**src/design/usb_rx_pkg.sv**
```systemverilog
/*
 * Shared constants for the full-speed USB receiver: line-state codes, sync and
 * idle history patterns, PID groups, CRC polynomials and field widths.
 * Design and testbench refer to them by scoped name.
 */
package usb_rx_pkg;

  // full speed is sampled four times per bit, which sets the bit-phase counter
  localparam int unsigned SAMPLES_PER_BIT = 4;

  // filtered line state, bit 2 marks the one-clock transition window
  typedef logic [2:0] line_state_t;

  localparam line_state_t LINE_DT  = 3'b100;
  localparam line_state_t LINE_J   = 3'b010;
  localparam line_state_t LINE_K   = 3'b001;
  localparam line_state_t LINE_SE0 = 3'b000;

  // six symbols of two bits each, the newest in the low bits
  // the sync field ends with KJKJKK
  localparam logic [11:0] SYNC_PATTERN = 12'b01_10_01_10_01_01;
  // an idle bus is a run of J symbols
  localparam logic [11:0] IDLE_HISTORY = 12'b10_10_10_10_10_10;

  // the low two PID bits select the packet group
  localparam int unsigned PID_W = 4;
  localparam logic [1:0] PID_GROUP_TOKEN     = 2'b01;
  localparam logic [1:0] PID_GROUP_DATA      = 2'b11;
  localparam logic [1:0] PID_GROUP_HANDSHAKE = 2'b10;

  // token fields, the frame number spans address and endpoint
  localparam int unsigned ADDR_W  = 7;
  localparam int unsigned ENDP_W  = 4;
  localparam int unsigned FRAME_W = 11;

  // a register preset to ones that has taken data plus its CRC
  // ends on the fixed residue
  localparam logic [4:0]  CRC5_POLY     = 5'b00101;
  localparam logic [4:0]  CRC5_RESIDUE  = 5'b01100;
  localparam logic [15:0] CRC16_POLY    = 16'h8005;
  localparam logic [15:0] CRC16_RESIDUE = 16'h800D;

  localparam int unsigned BYTE_W = 8;

endpackage

```
**src/design/usb_line_recovery.sv**
```systemverilog
/*
 * Filters the raw D+/D- pair into a line state and recovers the bit clock.
 * A change of the pair costs one clock in the transition state, which also
 * realigns the bit phase so that exactly one mid-bit sample occurs per bit.
 */
`timescale 1ns/100ps

module usb_line_recovery (
  input  logic                    clk_i,
  input  logic                    rst_ni,
  input  logic                    usb_dp_i,
  input  logic                    usb_dn_i,
  output usb_rx_pkg::line_state_t line_state_o,
  output logic                    sample_o,
  output logic                    bit_strobe_o
);

  localparam int unsigned PHASE_W = $clog2(usb_rx_pkg::SAMPLES_PER_BIT);

  logic [1:0]              dpair;
  usb_rx_pkg::line_state_t line_state_q, line_state_d;
  logic [PHASE_W-1:0]      bit_phase_q, bit_phase_d;

  //////////////////////////////
  // line state filter
  //////////////////////////////

  assign dpair = {usb_dp_i, usb_dn_i};

  // one of the two wires may switch a clock before the other
  // so any change first parks in the transition state
  // and the pair is taken as the new state one clock later
  always_comb begin
    line_state_d = line_state_q;
    if (line_state_q == usb_rx_pkg::LINE_DT) begin
      line_state_d = {1'b0, dpair};
    end else if (dpair != line_state_q[1:0]) begin
      line_state_d = usb_rx_pkg::LINE_DT;
    end
  end

  //////////////////////////////
  // clock recovery
  //////////////////////////////

  // the transition state marks a bit edge, so the phase restarts there
  // and then counts freely across runs without edges
  assign bit_phase_d = (line_state_q == usb_rx_pkg::LINE_DT) ? '0 : bit_phase_q + 1'b1;

  always_ff @(posedge clk_i or negedge rst_ni) begin
    if (!rst_ni) begin
      line_state_q <= usb_rx_pkg::LINE_SE0;
      bit_phase_q  <= '0;
    end else begin
      line_state_q <= line_state_d;
      bit_phase_q  <= bit_phase_d;
    end
  end

  // phase 1 lies mid-bit, well clear of the next edge
  assign sample_o     = (bit_phase_q == PHASE_W'(1));
  assign bit_strobe_o = (bit_phase_q == PHASE_W'(2));
  assign line_state_o = line_state_q;

endmodule

```
**src/design/usb_packet_ctrl.sv**
```systemverilog
/*
 * Packet control of the receiver. Finds sync and end of packet, decodes NRZI,
 * drops stuffed bits, captures and checks the PID and grades the packet at
 * its end from the PID group, the length flags and the CRC results.
 */
`timescale 1ns/100ps

module usb_packet_ctrl (
  input  logic                         clk_i,
  input  logic                         rst_ni,
  input  usb_rx_pkg::line_state_t      line_state_i,
  input  logic                         sample_i,
  input  logic                         crc5_match_i,
  input  logic                         crc16_match_i,
  input  logic                         len_token_ok_i,
  input  logic                         len_data_ok_i,
  input  logic                         len_hs_ok_i,
  output logic                         pkt_start_o,
  output logic                         pkt_end_o,
  output logic                         bit_valid_o,
  output logic                         bit_o,
  output logic [usb_rx_pkg::PID_W-1:0] pid_o,
  output logic                         valid_pid_o,
  output logic                         valid_packet_o,
  output logic                         pid_error_o,
  output logic                         crc5_error_o,
  output logic                         crc16_error_o,
  output logic                         bitstuff_error_o
);

  // PID and its complement plus a sentinel bit
  localparam int unsigned FULL_PID_W = 2 * usb_rx_pkg::PID_W + 1;

  logic [11:0]           line_history_q, line_history_d;
  logic                  packet_valid_q, packet_valid_d;
  logic                  see_eop, packet_start, packet_end;
  logic                  din, dvalid_raw, dvalid;
  logic [6:0]            stuff_history_q, stuff_history_d;
  logic                  bitstuff_error_q, bitstuff_error_d;
  logic [FULL_PID_W-1:0] full_pid_q, full_pid_d;
  logic                  pid_valid, pid_complete;
  logic                  pkt_is_token, pkt_is_data, pkt_is_hs;

  // true for a J or K symbol, the only ones that carry data
  function automatic logic is_jk(input logic [1:0] sym);
    return (sym == usb_rx_pkg::LINE_J[1:0]) || (sym == usb_rx_pkg::LINE_K[1:0]);
  endfunction

  //////////////////////////////
  // packet framing
  //////////////////////////////

  // two SE0 bits end a packet, and so does a stuffing violation
  assign see_eop = (line_history_q[3:0] == {2{usb_rx_pkg::LINE_SE0[1:0]}}) || bitstuff_error_q;

  always_comb begin
    packet_valid_d = packet_valid_q;
    if (sample_i) begin
      if (!packet_valid_q && (line_history_q == usb_rx_pkg::SYNC_PATTERN)) begin
        packet_valid_d = 1'b1;
      end else if (packet_valid_q && see_eop) begin
        packet_valid_d = 1'b0;
      end
    end
  end

  // the history takes one symbol per mid-bit sample
  assign line_history_d = sample_i ? {line_history_q[9:0], line_state_i[1:0]} : line_history_q;
  assign packet_start   = packet_valid_d & ~packet_valid_q;
  assign packet_end     = packet_valid_q & ~packet_valid_d;

  //////////////////////////////
  // NRZI and bit stuffing
  //////////////////////////////

  // an unchanged symbol is a one and a change is a zero
  assign din        = (line_history_q[3:2] == line_history_q[1:0]);
  assign dvalid_raw = packet_valid_q & sample_i &
                      is_jk(line_history_q[3:2]) & is_jk(line_history_q[1:0]);

  always_comb begin
    stuff_history_d = stuff_history_q;
    if (packet_end) begin
      stuff_history_d = '0;
    end else if (dvalid_raw) begin
      stuff_history_d = {stuff_history_q[5:0], din};
    end
  end

  // the bit after six ones is the stuffed zero and is dropped
  // once the error is seen no further bits go to the datapath
  assign dvalid = dvalid_raw & ~(&stuff_history_q[5:0]) & ~bitstuff_error_q;

  // seven ones in a row latch the error until the next sync
  assign bitstuff_error_d = packet_start ? 1'b0 : (bitstuff_error_q | (&stuff_history_q));

  //////////////////////////////
  // PID capture
  //////////////////////////////

  // the PID arrives low bit first and shifts down toward the sentinel
  assign pid_complete = full_pid_q[0];
  assign pid_valid    = (full_pid_q[usb_rx_pkg::PID_W:1] ==
                         ~full_pid_q[FULL_PID_W-1:usb_rx_pkg::PID_W+1]);

  always_comb begin
    full_pid_d = full_pid_q;
    if (packet_start) begin
      full_pid_d = {1'b1, {(FULL_PID_W-1){1'b0}}};
    end else if (dvalid && !pid_complete) begin
      full_pid_d = {din, full_pid_q[FULL_PID_W-1:1]};
    end
  end

  always_ff @(posedge clk_i or negedge rst_ni) begin
    if (!rst_ni) begin
      line_history_q   <= usb_rx_pkg::IDLE_HISTORY;
      packet_valid_q   <= 1'b0;
      stuff_history_q  <= '0;
      bitstuff_error_q <= 1'b0;
      full_pid_q       <= '0;
    end else begin
      line_history_q   <= line_history_d;
      packet_valid_q   <= packet_valid_d;
      stuff_history_q  <= stuff_history_d;
      bitstuff_error_q <= bitstuff_error_d;
      full_pid_q       <= full_pid_d;
    end
  end

  //////////////////////////////
  // grading and outputs
  //////////////////////////////

  assign pid_o        = full_pid_q[usb_rx_pkg::PID_W:1];
  assign pkt_is_token = (pid_o[1:0] == usb_rx_pkg::PID_GROUP_TOKEN);
  assign pkt_is_data  = (pid_o[1:0] == usb_rx_pkg::PID_GROUP_DATA);
  assign pkt_is_hs    = (pid_o[1:0] == usb_rx_pkg::PID_GROUP_HANDSHAKE);

  // each group has its own length rule and only tokens and data carry a CRC
  assign valid_packet_o = pid_valid & ~bitstuff_error_q &
                          ((pkt_is_hs & len_hs_ok_i) |
                           (pkt_is_data & len_data_ok_i & crc16_match_i) |
                           (pkt_is_token & len_token_ok_i & crc5_match_i));

  assign valid_pid_o      = pid_valid;
  assign pid_error_o      = packet_end & ~pid_valid;
  assign crc5_error_o     = packet_end & pkt_is_token & ~crc5_match_i;
  assign crc16_error_o    = packet_end & pkt_is_data & ~crc16_match_i;
  assign bitstuff_error_o = packet_end & bitstuff_error_q;

  // payload bits start after the PID
  assign bit_valid_o = dvalid & pid_complete;
  assign bit_o       = din;
  assign pkt_start_o = packet_start;
  assign pkt_end_o   = packet_end;

endmodule

```
**src/design/usb_crc_check.sv**
```systemverilog
/*
 * Serial CRC checker. Presets to all ones on start, shifts each valid bit
 * through the polynomial and reports when the register holds the residue.
 */
`timescale 1ns/100ps

module usb_crc_check #(
  parameter int unsigned     CRC_W       = 5,
  parameter logic [CRC_W-1:0] CRC_POLY    = '0,
  parameter logic [CRC_W-1:0] CRC_RESIDUE = '0
) (
  input  logic clk_i,
  input  logic rst_ni,
  input  logic start_i,
  input  logic bit_valid_i,
  input  logic bit_i,
  output logic match_o
);

  logic [CRC_W-1:0] crc_q, crc_d;
  logic             feedback;

  // the incoming bit meets the register's top bit
  assign feedback = bit_i ^ crc_q[CRC_W-1];

  always_comb begin
    crc_d = crc_q;
    if (start_i) begin
      crc_d = '1;
    end else if (bit_valid_i) begin
      crc_d = {crc_q[CRC_W-2:0], 1'b0} ^ ({CRC_W{feedback}} & CRC_POLY);
    end
  end

  always_ff @(posedge clk_i or negedge rst_ni) begin
    if (!rst_ni) begin
      crc_q <= '0;
    end else begin
      crc_q <= crc_d;
    end
  end

  assign match_o = (crc_q == CRC_RESIDUE);

endmodule

```
**src/design/usb_field_deser.sv**
```systemverilog
/*
 * Payload side of the receiver. Captures token fields, assembles data bytes
 * low bit first and puts each one, and counts payload bits so the control
 * can check the length rule of each packet group.
 */
`timescale 1ns/100ps

module usb_field_deser (
  input  logic                           clk_i,
  input  logic                           rst_ni,
  input  logic                           start_i,
  input  logic                           bit_valid_i,
  input  logic                           bit_i,
  input  logic [usb_rx_pkg::PID_W-1:0]   pid_i,
  output logic [usb_rx_pkg::ADDR_W-1:0]  addr_o,
  output logic [usb_rx_pkg::ENDP_W-1:0]  endp_o,
  output logic [usb_rx_pkg::FRAME_W-1:0] frame_num_o,
  output logic [usb_rx_pkg::BYTE_W-1:0]  rx_data_o,
  output logic                           rx_put_o,
  output logic                           len_token_ok_o,
  output logic                           len_data_ok_o,
  output logic                           len_hs_ok_o
);

  localparam int unsigned TOKEN_W   = usb_rx_pkg::FRAME_W;
  localparam int unsigned BYTE_W    = usb_rx_pkg::BYTE_W;
  localparam int unsigned BIT_CNT_W = $clog2(BYTE_W);

  logic                 is_token, is_data;
  logic [TOKEN_W:0]     token_q, token_d;
  logic                 token_done;
  logic [BYTE_W:0]      byte_q, byte_d;
  logic                 byte_full;
  logic [BIT_CNT_W-1:0] bit_cnt_q;
  // whole bytes seen, saturating at three
  logic [1:0]           byte_cnt_q;

  assign is_token = (pid_i[1:0] == usb_rx_pkg::PID_GROUP_TOKEN);
  assign is_data  = (pid_i[1:0] == usb_rx_pkg::PID_GROUP_DATA);

  //////////////////////////////
  // token fields
  //////////////////////////////

  // the sentinel reaches bit 0 when all eleven field bits are in
  // and the CRC5 bits that follow are left out
  assign token_done = token_q[0];

  always_comb begin
    token_d = token_q;
    if (start_i) begin
      token_d = {1'b1, {TOKEN_W{1'b0}}};
    end else if (bit_valid_i && is_token && !token_done) begin
      token_d = {bit_i, token_q[TOKEN_W:1]};
    end
  end

  //////////////////////////////
  // data bytes
  //////////////////////////////

  // a full buffer is put for one cycle and then re-armed
  assign byte_full = byte_q[0];
  assign rx_put_o  = byte_full;
  assign rx_data_o = byte_q[BYTE_W:1];

  always_comb begin
    byte_d = byte_q;
    if (start_i || byte_full) begin
      byte_d = {1'b1, {BYTE_W{1'b0}}};
    end
    if (bit_valid_i && is_data) begin
      byte_d = {bit_i, byte_q[BYTE_W:1]};
    end
  end

  always_ff @(posedge clk_i or negedge rst_ni) begin
    if (!rst_ni) begin
      token_q     <= '0;
      byte_q      <= '0;
      bit_cnt_q   <= '0;
      byte_cnt_q  <= '0;
      addr_o      <= '0;
      endp_o      <= '0;
      frame_num_o <= '0;
    end else begin
      token_q <= token_d;
      byte_q  <= byte_d;
      if (start_i) begin
        bit_cnt_q  <= '0;
        byte_cnt_q <= '0;
      end else if (bit_valid_i) begin
        bit_cnt_q <= bit_cnt_q + 1'b1;
        if (&bit_cnt_q && !(&byte_cnt_q)) begin
          byte_cnt_q <= byte_cnt_q + 1'b1;
        end
      end
      // fields follow a completed token and hold through other packets
      if (token_done && is_token) begin
        addr_o      <= token_q[usb_rx_pkg::ADDR_W:1];
        endp_o      <= token_q[TOKEN_W:usb_rx_pkg::ADDR_W+1];
        frame_num_o <= token_q[TOKEN_W:1];
      end
    end
  end

  // tokens carry exactly two bytes, data at least two whole bytes
  // and handshakes nothing after the PID
  assign len_token_ok_o = (bit_cnt_q == '0) && (byte_cnt_q == 2'd2);
  assign len_data_ok_o  = (bit_cnt_q == '0) && byte_cnt_q[1];
  assign len_hs_ok_o    = (bit_cnt_q == '0) && (byte_cnt_q == 2'd0);

endmodule

```
**src/design/usb_fs_receiver.sv**
```systemverilog
/*
 * Full-speed USB packet receiver top level. Connects line recovery, packet
 * control, the CRC5 and CRC16 checkers and the field deserializer.
 */
`timescale 1ns/100ps

module usb_fs_receiver (
  input  logic                           clk_i,
  input  logic                           rst_ni,
  input  logic                           usb_dp_i,
  input  logic                           usb_dn_i,
  output logic                           bit_strobe_o,
  output logic                           pkt_start_o,
  output logic                           pkt_end_o,
  output logic [usb_rx_pkg::PID_W-1:0]   pid_o,
  output logic [usb_rx_pkg::ADDR_W-1:0]  addr_o,
  output logic [usb_rx_pkg::ENDP_W-1:0]  endp_o,
  output logic [usb_rx_pkg::FRAME_W-1:0] frame_num_o,
  output logic [usb_rx_pkg::BYTE_W-1:0]  rx_data_o,
  output logic                           rx_put_o,
  output logic                           valid_pid_o,
  output logic                           valid_packet_o,
  output logic                           pid_error_o,
  output logic                           crc5_error_o,
  output logic                           crc16_error_o,
  output logic                           bitstuff_error_o
);

  usb_rx_pkg::line_state_t line_state;
  logic                    sample;
  logic                    bit_valid, rx_bit;
  logic                    crc5_match, crc16_match;
  logic                    len_token_ok, len_data_ok, len_hs_ok;

  usb_line_recovery usb_line_recovery_inst (
    .clk_i        (clk_i),
    .rst_ni       (rst_ni),
    .usb_dp_i     (usb_dp_i),
    .usb_dn_i     (usb_dn_i),
    .line_state_o (line_state),
    .sample_o     (sample),
    .bit_strobe_o (bit_strobe_o)
  );

  usb_packet_ctrl usb_packet_ctrl_inst (
    .clk_i            (clk_i),
    .rst_ni           (rst_ni),
    .line_state_i     (line_state),
    .sample_i         (sample),
    .crc5_match_i     (crc5_match),
    .crc16_match_i    (crc16_match),
    .len_token_ok_i   (len_token_ok),
    .len_data_ok_i    (len_data_ok),
    .len_hs_ok_i      (len_hs_ok),
    .pkt_start_o      (pkt_start_o),
    .pkt_end_o        (pkt_end_o),
    .bit_valid_o      (bit_valid),
    .bit_o            (rx_bit),
    .pid_o            (pid_o),
    .valid_pid_o      (valid_pid_o),
    .valid_packet_o   (valid_packet_o),
    .pid_error_o      (pid_error_o),
    .crc5_error_o     (crc5_error_o),
    .crc16_error_o    (crc16_error_o),
    .bitstuff_error_o (bitstuff_error_o)
  );

  // both checkers run on every payload bit, the control picks one by group
  usb_crc_check #(
    .CRC_W       ($bits(usb_rx_pkg::CRC5_POLY)),
    .CRC_POLY    (usb_rx_pkg::CRC5_POLY),
    .CRC_RESIDUE (usb_rx_pkg::CRC5_RESIDUE)
  ) usb_crc5_check_inst (
    .clk_i       (clk_i),
    .rst_ni      (rst_ni),
    .start_i     (pkt_start_o),
    .bit_valid_i (bit_valid),
    .bit_i       (rx_bit),
    .match_o     (crc5_match)
  );

  usb_crc_check #(
    .CRC_W       ($bits(usb_rx_pkg::CRC16_POLY)),
    .CRC_POLY    (usb_rx_pkg::CRC16_POLY),
    .CRC_RESIDUE (usb_rx_pkg::CRC16_RESIDUE)
  ) usb_crc16_check_inst (
    .clk_i       (clk_i),
    .rst_ni      (rst_ni),
    .start_i     (pkt_start_o),
    .bit_valid_i (bit_valid),
    .bit_i       (rx_bit),
    .match_o     (crc16_match)
  );

  usb_field_deser usb_field_deser_inst (
    .clk_i          (clk_i),
    .rst_ni         (rst_ni),
    .start_i        (pkt_start_o),
    .bit_valid_i    (bit_valid),
    .bit_i          (rx_bit),
    .pid_i          (pid_o),
    .addr_o         (addr_o),
    .endp_o         (endp_o),
    .frame_num_o    (frame_num_o),
    .rx_data_o      (rx_data_o),
    .rx_put_o       (rx_put_o),
    .len_token_ok_o (len_token_ok),
    .len_data_ok_o  (len_data_ok),
    .len_hs_ok_o    (len_hs_ok)
  );

endmodule

```
**config.mk**
```make
export PLATFORM = sky130hd
export DESIGN_NAME = usb_fs_receiver
export DESIGN_NICKNAME = d
export VERILOG_FILES = /design/src/design/usb_rx_pkg.sv /design/src/design/usb_line_recovery.sv /design/src/design/usb_packet_ctrl.sv /design/src/design/usb_crc_check.sv /design/src/design/usb_field_deser.sv /design/src/design/usb_fs_receiver.sv
export SDC_FILE = /design/constraint.sdc
export NUM_CORES = 1
export LEC_CHECK = 0
export BUFFER_PORTS_ARGS = -buffer_cell sky130_fd_sc_hd__buf_2
export CORE_MARGIN = 2
export CORE_UTILIZATION = 40
export DETAILED_ROUTE_END_ITERATION = 12
export PLACE_DENSITY = 0.66
export SLEW_MARGIN = 15
export SYNTH_ARGS = -nofsm -noshare
export SYNTH_HDL_FRONTEND = slang
export SYNTH_SLANG_ARGS = --single-unit
```
**constraint.sdc**
```tcl
create_clock -name clk_i -period 2.6 [get_ports clk_i]
set_input_delay 0.52 -clock clk_i [delete_from_list [all_inputs] [get_ports clk_i]]
set_output_delay 0.52 -clock clk_i [all_outputs]
set_load 0.01 [all_outputs]
```
After elaboration in Yosys (flattened, before gate mapping). Cells that the tools add are included.

Memory bits (read-only): 0. Output and inout port bits: 44. Memories: 0. Logic and storage cells: 130. Flip-flop bits (word level): 104. Latch bits: 0. RAM bits: 0.

Equality and inequality tests: 17. Mux-type cells: 24. Add/subtract/negate cells: 3. Shift-type cells: 0. Order comparisons: 0. Divide/modulo/power cells: 0. Multiply operators: 0. Reduce and logical (&&, ||, !) cells: 34. Bitwise operators: 36.

Operators by type and width (count): $mux 9 (4); $mux 16 (2); $mux 12 (2); $and 1x1->1 (21); $eq 16x16->1 const B (1); $xor 16x16->16 (1); $mux 7 (2); $reduce_bool 2->1 (7); $eq 12x11->1 const B (1); $eq 2x2->1 const B (6); $mux 3 (4); $logic_and 1x1->1 (11); $mux 5 (2); $eq 2x1->1 const B (4); $mux 2 (4); $not 1->1 (7); $reduce_and 7->1 (1); $reduce_and 6->1 (1); $eq 5x4->1 const B (1); $xor 5x3->5 (1); $add 2x1->2 const B (2); $eq 4x4->1 (1); $logic_not 1->1 (4); $logic_not 4->1 (1); other kinds (13) (23).

Logic depth before layout (Yosys ltp). Gate-level depths: netlist of the first run.

Depth after elaboration: 11. Mapped depth: 9.

By module. From an unflattened synthesis of the first run, not the netlist that was laid out.

Cells, all modules: 394. Area, all modules: 4559.4 µm².

Modules (own cells, without submodules): usb_field_deser (cells each 143, sequential area each 925.9 µm², times used 1, area an instance 1795.5 µm²); usb_packet_ctrl (cells each 142, sequential area each 758.2 µm², times used 1, area an instance 1512.7 µm²); usb_crc_check (usb_crc16_check_inst) (cells each 63, sequential area each 400.4 µm², times used 1, area an instance 737.0 µm²); usb_line_recovery (cells each 26, sequential area each 125.1 µm², times used 1, area an instance 260.2 µm²); usb_crc_check (usb_crc5_check_inst) (cells each 20, sequential area each 125.1 µm², times used 1, area an instance 254.0 µm²).

Least setup slack after synthesis of the first run. Ideal clock, no wire load.

Kind: reg-to-output. From: register usb_packet_ctrl_inst.line_history_q[3]. To: output port pkt_start_o. Arrival: 1.581 ns. Path slack: 0.499 ns. Stages on the path, launching flop included: 9. Path buffers: 2. Cells stage by stage: dfstp_2 inv_1 ha_1 nand4b_1 nor3_1 nand2b_1 inv_1 buf_2 buf_2.

Word-level cells in the longest chain between the ends: 7. Elaborated cells on any way between the ends: 9. Classes of those cells: 1 x eq/ne; 3 x mux; 1 x bitwise; 4 x reduce/logical.

Ends and longest elaborated chain: from (decl) (RTL line usb_packet_ctrl.sv:34) `logic [11:0] line_history_q, line_history_d;`; from (signal assigned) (RTL line usb_packet_ctrl.sv:117) `line_history_q <= usb_rx_pkg::IDLE_HISTORY;`; from (signal assigned) (RTL line usb_packet_ctrl.sv:123) `line_history_q <= line_history_d;`; $logic_not 4->1 (RTL line usb_packet_ctrl.sv:54) `assign see_eop = (line_history_q[3:0] == {2{usb_rx_pkg::LINE_SE0[1:0]}}) || bitstuff_error_q;`; $logic_or 1x1->1 (RTL line usb_packet_ctrl.sv:54); $logic_and 1x1->1 (RTL line usb_packet_ctrl.sv:61) `end else if (packet_valid_q && see_eop) begin`; $mux 1 (RTL line usb_packet_ctrl.sv:61); $mux 1 * (RTL line usb_packet_ctrl.sv:59) `if (!packet_valid_q && (line_history_q == usb_rx_pkg::SYNC_PATTERN)) begin`; $mux 1 * (RTL line usb_packet_ctrl.sv:58) `if (sample_i) begin`; $and 1x1->1 * (RTL line usb_packet_ctrl.sv:69) `assign packet_start = packet_valid_d & ~packet_valid_q;`; to (decl) (RTL line usb_fs_receiver.sv:13) `output logic pkt_start_o,`.

Mark *: on every way between the ends. The rest lies on a longest branch, timed or not.

Final worst setup path of the first run.
From: register usb_packet_ctrl_inst.full_pid_q[1]. To: output port valid_packet_o.

Word-level cells in the longest chain between the ends: 6. Elaborated cells on any way between the ends: 13. Classes of those cells: 4 x eq/ne; 9 x bitwise.

Ends and longest elaborated chain: from (decl) (RTL line usb_packet_ctrl.sv:40) `logic [FULL_PID_W-1:0] full_pid_q, full_pid_d;`; from (signal assigned) (RTL line usb_packet_ctrl.sv:127) `full_pid_q <= full_pid_d;`; $eq 2x2->1 (RTL line usb_packet_ctrl.sv:137) `assign pkt_is_data = (pid_o[1:0] == usb_rx_pkg::PID_GROUP_DATA);`; $and 1x1->1 (2 in a row) (RTL line usb_packet_ctrl.sv:143) `(pkt_is_data & len_data_ok_i & crc16_match_i) |`; $or 1x1->1 (RTL line usb_packet_ctrl.sv:142) `((pkt_is_hs & len_hs_ok_i) |`; $or 1x1->1 (RTL line usb_packet_ctrl.sv:143); $and 1x1->1 * (RTL line usb_packet_ctrl.sv:141) `assign valid_packet_o = pid_valid & ~bitstuff_error_q &`; to (decl) (RTL line usb_fs_receiver.sv:22) `output logic valid_packet_o,`.

Marked as above.

==> impl.org, run 1 <==
** Outcome
- The run finished with clean final reports.

** Clock tree
- Clock latency on the worst-skew pair, taken at its later pin, is 0.33 ns.
- Number of setup buffers added after CTS :: 0
- After clock tree synthesis, the clock-pin slew on the worst setup and hold paths is 0.07 ns.
- The H-tree was split into 3 levels.
- Buffers from clock root to sink, at most :: 2
- For this design, the sink count on the clock tree is 93.
- Buffer cell driving the clock tree root :: sky130_fd_sc_hd__clkbuf_16
- The number of hold buffers added after CTS was 0.
- Number of buffers inserted during clock tree synthesis :: 9
- Clock tree from TritonCTS :: yes

** Global routing
- Entering global routing, the biggest net connects 94 pins.
- Total routing usage reported by global routing :: between 10% and 20%
- The first global-routing pass estimated between 15000 and 20000 µm of wire.
- Number of antenna violations at the first check in global routing :: 0
- The via count of the first global-routing pass was ~3100.
- Leftover overflow at the end of global routing :: 0

** Critical path
- First element of the critical path :: usb_packet_ctrl_inst.full_pid_q[1]
- Data arrival time of the worst path :: roughly 2.0 ns
- In this run the worst path has a maximum fanout of 5.
- Across all register-to-register paths, the minimum setup slack is 0.35 ns.
- Critical path class :: flip-flop to output pin
- Critical path launch point type :: flip-flop
- Required arrival time at the worst endpoint :: ~2.1 ns
- In this run the critical register-to-register path is launched from usb_packet_ctrl_inst.line_history_q[3].
- Critical path endpoint category :: output pin

** Synth
- Syn Nets :: approximately 450
- Largest cells by area after synthesis :: sky130_fd_sc_hd__dfrtp_1, sky130_fd_sc_hd__mux2_2, sky130_fd_sc_hd__nand3_1
- Number of warning messages in the yosys log :: 0
- Synthesized area divided by synthesized cell count :: approximately 11 µm²
- Leading cell type by number of instances after synthesis :: sky130_fd_sc_hd__dfrtp_1
- Number of enable-type register cells in the synthesized netlist :: 0
- Post-synthesis sequential element count :: 93
- The biggest area contributor in the post-synthesis netlist is sky130_fd_sc_hd__dfrtp_1.
- Summed over its instances, the top area cell type makes up about 48% of the synthesized netlist area.
- Seq/Total Area, Yosys :: between 50% and 60%
- Among all flip-flop cells after synthesis, the most frequent one is sky130_fd_sc_hd__dfrtp_1.
- The synthesized netlist occupies a cell area of about 0.0046 mm².
- Number of instances in the synthesized netlist :: ~430
- Fraction of synthesis flops using an asynchronous set or reset pin :: 100%
- Count of distinct cell types in the synthesized netlist :: 47
- By count the netlist is led by sky130_fd_sc_hd__dfrtp_1, sky130_fd_sc_hd__nand3_1, sky130_fd_sc_hd__o21ai_0.

** Routing
- In the final routed layout, each cell accounts on average for between 15 and 20 µm.
- Total via count in the routed design :: between 3000 and 4000
- Initial detailed-routing violation count :: around 300
- The first detailed-routing pass ran for 4 iterations.
- After detailed routing, the number of remaining DRC violations is 0.
- The final layout contains routed wiring with a total length of about 9300 µm.
- DR vias/cell :: 5.52
- Number of antenna-violating nets in the routed design :: 0

** Pwr
- Clock share of power :: about 37%
- Internal power comes to between 0.002 and 0.003 W.
- Maximum VDD drop :: between 0.3 and 0.4 mV
- Part of the power in registers :: a little under half
- In this run the power spent charging and discharging nets is ~0.00095 W.
- Cell area power density :: approximately 670 mW/mm²
- Leak pwr :: between 2 and 2.5 nW
- In this run switching power makes up 27.1% of total power.
- Combinational fraction of design power :: between 15 and 20%

** Floorplan
- Overall die width :: approximately 110 µm
- In this run the vertical extent of the chip is roughly 110 µm.
- Row generation in the floorplan step produced 39 rows.
- Initial standard-cell utilization of the core :: about two fifths
- Pin placement for this block handled 48 I/O pins.
- Area inside the core boundary :: approximately 0.011 mm²
- The floorplan step defined a die boundary enclosing 0.0123 mm².

** Timing
- Count of final setup violators :: 0
- Worst hold slack :: 0.221 ns
- Measured against its own limit, the worst slew margin works out to just under 60%.
- The final critical path takes up a little over nine tenths of the cycle.
- The number of failing hold endpoints at the final stage came to 0.
- Final worst slack :: just over 0.1 ns
- Subtracting the final worst setup slack from the clock period gives 2.50 ns.
- Worst-margin pin slew :: ~0.60 ns
- Skew final :: roughly 0.0090 ns
- The count of pins over their slew limit came to 0.
- For this run, the top clock speed supported by timing is approximately 400 MHz.

** Finish
- Post-layout instance count excluding filler cells :: 606
- Number of fill cells in the layout :: around 1000
- The final layout contains approximately 470 nets.
- From synthesis to final layout, the design area changed by 13.7%.
- Antenna fix cells :: 0
- Ratio of cells with drive above 1 in the final layout :: 25.1%
- Area used by sequential logic in the layout :: about 0.0023 mm²
- In the final layout, the multi-input gates occupy 0.00195 mm².

** Hold path
- The min-delay analysis places its worst path in the category primary input to asynchronous set/reset pin.

** Place
- Timing analysis after detailed placement gives a worst setup slack of between 0.3 and 0.4 ns.
- Count of buffers from port buffering :: 47
- Routability-driven placement finished with a final weighted congestion of 0.806.
- Half-perimeter wire length after placement :: around 6000 µm
- The number of placed instances, taps included, is 590.

** Run
- Reported max-cap violation count :: 0
## worst paths after layout
kind,depth (start not counted),to
worst max-delay path,4,valid_packet_o
worst min-delay path,2,usb_field_deser_inst.frame_num_o[6]
worst max register to register,7,usb_field_deser_inst.token_q[1]
worst min register to register,1,usb_line_recovery_inst.bit_phase_q[0]
max in group asynchronous,2,usb_packet_ctrl_inst.line_history_q[7]
min in group clk_i,2,usb_line_recovery_inst.line_state_o[0]
## power groups by stage
stage                     registers, W  logic [W]  clock network [W]
final                          0.00167   0.000538            0.00130
after detailed placement       0.00169   0.000535                  0
after CTS                      0.00167   0.000544            0.00133
after floorplan                0.00165   0.000429                  0
after global placement         0.00169   0.000522                  0
after global routing           0.00168   0.000612            0.00138
## critical path, cell delays in order, from the launching register on
cell and delay (ns):
sky130_fd_sc_hd__dfrtp_1 0.44, sky130_fd_sc_hd__xnor2_1 0.16, sky130_fd_sc_hd__nor4_1 0.57, sky130_fd_sc_hd__and4_1 0.34, sky130_fd_sc_hd__buf_2 0.15
## cell type report
type                       instances  share of cell area [%]
multi-input combinational        276                    37.5
inverter                          14                    1.01
clock inverter                     5                    1.18
clock buffer                      11                    4.48
timing repair buffer              64                    7.51
sequential                        93                    44.9
tap                              143                    3.44
## repair_timing
| item | CTS | global route |
|---|---|---|
| gates cloned | 0 | 0 |
| setup endpoints to repair | 3 | 3 |
| gates resized for setup | 1 | 2 |
## flip-flops by register name, indices dropped and copies added (netlist names)
register,count
usb_packet_ctrl_inst.stuff_history_q,7
usb_line_recovery_inst.line_state_o,3
usb_field_deser_inst.frame_num_o,10
usb_field_deser_inst.token_q,12
usb_packet_ctrl_inst.full_pid_q,9
usb_field_deser_inst.endp_o,1
usb_packet_ctrl_inst.packet_valid_q,1
usb_line_recovery_inst.bit_phase_q,2
usb_field_deser_inst.byte_cnt_q,2
usb_packet_ctrl_inst.bitstuff_error_q,1
usb_packet_ctrl_inst.line_history_q,12
usb_crc16_check_inst.crc_q,16
usb_field_deser_inst.bit_cnt_q,3
usb_crc5_check_inst.crc_q,5
usb_field_deser_inst.byte_q,9
## through the flow
stage | instance area (µm²) | total power (W) | setup TNS, ns | util, %
floorplan | 4570 | 0.00208 | 0 | -
global placement | 4890 | 0.00221 | 0 | 43.4
detailed placement | 4890 | 0.00223 | 0 | 43.4
CTS | 5190 | 0.00353 | 0 | 46.0
global route | 5200 | 0.00367 | -0.0176 | 46.1
finish | 5200 | 0.00351 | 0 | 46.1
## cell families (layout without fill, tap and decap cells)
group	Yosys count	in the layout	synth area share (%)
DFF	93	93	51.1
AOI/OAI and AO/OA	99	99	13.8
and+or+nand+nor	125	125	15.6
buffers and inverters	60	94	6.54
xor gates and xnor gates	13	13	3.09
adders and majority gates	12	12	3.28
muxes	27	27	6.60
## cell usage in the layout (no fill, tap or decap), types with 6 or more instances in the layout
master,n
sky130_fd_sc_hd__dfrtp_1,87
sky130_fd_sc_hd__nor2b_1,6
sky130_fd_sc_hd__nor2_1,15
sky130_fd_sc_hd__inv_1,13
sky130_fd_sc_hd__nand2_1,18
sky130_fd_sc_hd__a22o_1,7
sky130_fd_sc_hd__nand3_1,37
sky130_fd_sc_hd__dfstp_2,6
sky130_fd_sc_hd__a21oi_1,24
sky130_fd_sc_hd__o211ai_1,6
sky130_fd_sc_hd__ha_1,11
sky130_fd_sc_hd__buf_4,16
sky130_fd_sc_hd__buf_2,46
sky130_fd_sc_hd__nor3b_1,7
sky130_fd_sc_hd__nand4_1,12
sky130_fd_sc_hd__o31ai_1,10
sky130_fd_sc_hd__mux2_2,25
sky130_fd_sc_hd__clkbuf_16,9
sky130_fd_sc_hd__xnor2_1,9
sky130_fd_sc_hd__o21ai_0,37
## layer usage
| metal | track usage [%] | vias to the layer above | part of all wire (%) |
|---|---|---|---|
| met4 | 3.33 | 0 | 0.55 |
| met2 | 23.8 | 80 | 48 |
| met3 | 3.34 | 6 | 3.9 |
| met1 | 21.8 | 1674 | 48 |
| met5 | 0 | - | 0 |
| li1 | - | 1586 | - |
(Power assumes the default switching activity.)
==> run 2, diff against run 1 <==
--- a/config.mk
+++ b/config.mk
@@ -9,7 +9,7 @@
 export CORE_MARGIN = 2
 export CORE_UTILIZATION = 40
 export DETAILED_ROUTE_END_ITERATION = 12
-export PLACE_DENSITY = 0.66
+export PLACE_DENSITY = 0.62
 export SLEW_MARGIN = 15
 export SYNTH_ARGS = -nofsm -noshare
 export SYNTH_HDL_FRONTEND = slang
==> constraint.sdc (replaced) <==
create_clock -name clk_i -period 2 [get_ports clk_i]
set_input_delay 0.4 -clock clk_i [delete_from_list [all_inputs] [get_ports clk_i]]
set_output_delay 0.4 -clock clk_i [all_outputs]
set_load 0.01 [all_outputs]
==> run 2 against run 1 <==
  * First-iteration DRC count shrank 19%
  * Non-clock buffer count rose by 30
  * Sequential cell count is the same
  * Global-route usage is 1.8 points higher
  * Critical path depth up 1
  * Largest cell class unchanged
  * Die area stayed put
  * Utilization is 5.1 points higher
  * The flow now finishes with violations (hold timing, setup timing)
  * Sequential share of layout area shrank 4.5 points
  * Largest power group unchanged
  * Routed wire length up 11%
==> impl.org, run 2 (synthesis gave the netlist of run 1 again) <==
** Global routing
- Number of global-route vias before repair :: 3418 (+9.3%)
- The global-route total usage across every layer is 17.1% (+1.8 points).
- Number of antenna violations at the first check in global routing :: 0 (unchanged)
- The pin count of the biggest net entering global routing came to 61 (-35%).
- First-pass GRT wire length :: 17100 µm (+11%)
- The global route total overflow came to 0 (unchanged).

** Finish
- Area of all placed cells without fillers :: 0.00578 mm² (+11%)
- Post-layout instance count excluding filler cells :: 637 (+5.1%)
- Most flops, register :: usb_crc16_check_inst.crc_q
- The library cell used most frequently in the layout, excluding fill and tap cells, is sky130_fd_sc_hd__dfrtp_1.
- Final-stage net count :: 505 (+6.5%)
- Number of fill cells in the layout :: 1000 (-3.4%)
- Flip-flop count of the largest register after layout :: 16 (unchanged)
- Signed area change from the synthesized netlist to the final layout :: 26.4%
- The number of antenna repair diodes came to 0 (unchanged).
- The fraction of layout cells with a size suffix above 1 was 36.4% (+11 points).
- The library cells used most frequently in the layout, excluding fill and tap cells, are sky130_fd_sc_hd__dfrtp_1, sky130_fd_sc_hd__buf_2, sky130_fd_sc_hd__nand3_1, sky130_fd_sc_hd__buf_4, sky130_fd_sc_hd__o21ai_0.
- In the final layout, the registers with the most flip-flops are usb_crc16_check_inst.crc_q x16, usb_field_deser_inst.token_q x12, usb_packet_ctrl_inst.line_history_q x12.

** Run
- The max capacitance violation total is 0 (unchanged).

** Critical path
- The worst setup path is captured at an output pin.
- Register-to-register setup slack :: 0.04 ns (-0.31 ns)
- Series of cell instances along the critical path :: nor4bb_1 > nand4_1 > o211ai_1 > and4_1 > buf_2
- The worst setup path is of the flip-flop to output pin kind.
- The required time of the critical path was 1.60 ns (-0.48 ns).
- Max stage delay cell, worst path :: sky130_fd_sc_hd__dfrtp_1
- Data arrival time of the worst path :: 1.82 ns (-0.16 ns)
- STA classifies the critical path startpoint as a flip-flop.
- Highest net fanout along the worst path :: 3 (-2)
- The worst stage delay on the critical path is 0.40 ns (-0.17 ns).

** Routing
- Initial detailed-routing violation count :: 248 (-19%)
- The number of nets still failing antenna checks after routing is 0 (unchanged).
- The number of DRC violations after detailed routing is 0 (unchanged).
- The detailed-route via count was 3498 (+4.5%).
- Detailed-routing wirelength on met1 :: 4730 µm (+5.8%)
- The wire length per cell after detailed routing came to 16.3 µm (+5.9%).
- Drt total wl :: 10400 µm (+11%)
- Routed signal wires occupy layers up through met4.
- The sum of met2 wire segment lengths after detailed routing came to 5170 µm (+16%).
- Routed wire length on met3 :: 356 µm (-2.5%)
- The number of iterations in the first detailed-routing pass came to 4 (unchanged).
- The mean number of vias per cell came to 5.49 (-0.54%).

** Floorplan
- The area of the die was 0.0123 mm² (unchanged).
- The area of the placeable core was 0.0113 mm² (unchanged).
- Overall die width :: 111 µm (unchanged)
- The number of primary I/O pins came to 48 (unchanged).
- Vertical die dimension :: 111 µm (unchanged)
- The effective utilization at floorplan was 40.5% (unchanged).
- Standard-cell row count :: 39 (unchanged)

** Outcome
- Outcome :: finished, violations left
- Violated checks :: hold timing, setup timing

** Place
- The cell count after placement is 607 (+2.9%).
- Placed Instance Area :: 0.00506 mm² (+3.5%)
- Gp weighted congestion :: 0.837 (+3.8%)
- The sum of net half-perimeters after detailed placement is 6670 µm (+10%).
- The number of I/O port buffers came to 47 (unchanged).
- Pre-CTS setup slack :: 0.00283 ns (-0.299 ns)

** Clock tree
- Buffers from clock root to sink, at most :: 2 (unchanged)
- Clock net sink count :: 93 (unchanged)
- TritonCTS built the clock tree.
- Number of buffers inserted during clock tree synthesis :: 9 (unchanged)
- The root buffer cell chosen for the clock tree is sky130_fd_sc_hd__clkbuf_16.
- The clock input transition at the sequential cells of the worst setup and hold paths is 0.07 ns (about the same).
- Maximum level of the CTS H-tree :: 3 (unchanged)
- Total of hold buffers inserted after clock tree synthesis :: 0 (unchanged)
- The source-to-sink clock delay at the later pin of the worst-skew pair was 0.35 ns (+0.02 ns).

** Timing
- The number of failing hold endpoints at the final stage is 1 (+1).
- Unrepaired setup endpoints after global routing :: true
- Period Utilization, post-route :: 111%
- Worst slew slack as a fraction of its limit :: 61.0% (+1.5 points)
- The final worst hold slack was -0.00224 ns (-0.224 ns).
- Static timing analysis puts the maximum clock frequency at between 400 and 500 MHz.
- Worst-margin pin slew :: 0.585 ns (-0.0177 ns)
- Count of final setup violators :: 5 (+5)
- Slew Limit Fails :: 0 (unchanged)
- The final worst slack is -0.218 ns (-0.322 ns).
- Post-layout minimum cycle time :: 2.22 ns
- Skew final :: 0.00837 ns (-0.000633 ns)

** Pwr
- The largest vdd supply drop is 0.435 mV (+16%).
- Cell area power density :: 874 mW/mm² (+30%)
- The leakage dissipation was 2.76 nW (+11%).

** Hold path
- The worst hold path belongs to the class primary input to asynchronous set/reset pin.
## run 2: changes by cell type in the layout (fill, tap and decap cells not counted), moves of 4 or more
cell / change
sky130_fd_sc_hd__buf_2: -4
sky130_fd_sc_hd__buf_6: +8
sky130_fd_sc_hd__buf_4: +21
sky130_fd_sc_hd__ha_4: +4
sky130_fd_sc_hd__o31ai_2: +6
sky130_fd_sc_hd__o31ai_1: -8
sky130_fd_sc_hd__inv_1: -5
sky130_fd_sc_hd__ha_1: -4
## run 2: final cells by class
cell class	instances	area (µm²)	area share (%)
repair buffers	94	713	12.3
multi-input cells	277	2160	37.5
flip-flops and latches	93	2340	40.4
clock buffers	10	239	4.14
clock inverters	6	86.3	1.49
inverters	14	57.6	0.997
well taps	143	179	3.10
## run 2: per-layer routing
metal	vias up	global-route usage [%]
met5	-	0
met4	0	6.50
met3	16	3.61
met2	70	26.8
met1	1758	23.3
li1	1654	-
## run 2: worst max-delay path: cells and delay by family, from the launching register on
| family | cells | cell delay (ns) |
|---|---|---|
| AND/OR/NAND/NOR | 3 | 0.73 |
| flip-flops | 1 | 0.40 |
| AO/OA/AOI/OAI | 1 | 0.20 |
| buffers and inverters | 1 | 0.14 |
## run 2: final timing paths
kind,startpoint,end,cells after the start
worst min register to register,usb_packet_ctrl_inst.line_history_q[10],usb_packet_ctrl_inst.line_history_q[10],1
worst max register to register,usb_packet_ctrl_inst.line_history_q[1],usb_field_deser_inst.token_q[7],7
worst max-delay path,usb_crc16_check_inst.crc_q[4],valid_packet_o,5
worst min-delay path,rst_ni,usb_field_deser_inst.frame_num_o[7],1
max in group asynchronous,rst_ni,usb_crc16_check_inst.crc_q[15],2
min in group clk_i,usb_dn_i,usb_line_recovery_inst.line_state_o[0],2
## run 2: through the flow
step | power, W | setup TNS (ns) | util, %
floorplan | 0.00274 | -0.0774 | -
global placement | 0.00299 | 0 | 44.9
detailed placement | 0.00303 | 0 | 44.9
CTS | 0.00502 | -0.507 | 49.4
global route | 0.00531 | -0.975 | 51.2
finish | 0.00505 | -0.385 | 51.2
## run 2: timing repair
item | in CTS | in global routing
pin swaps | 14 | 10
setup buffers | 7 | 5
resized for setup | 26 | 32
gates cloned | 1 | 1
setup endpoints to repair | 13 | 48
## run 2: report_power, final
group          switching, W  internal, W
logic              0.000501     0.000518
registers          0.000123      0.00204
clock network      0.000741      0.00113
total               0.00136      0.00368
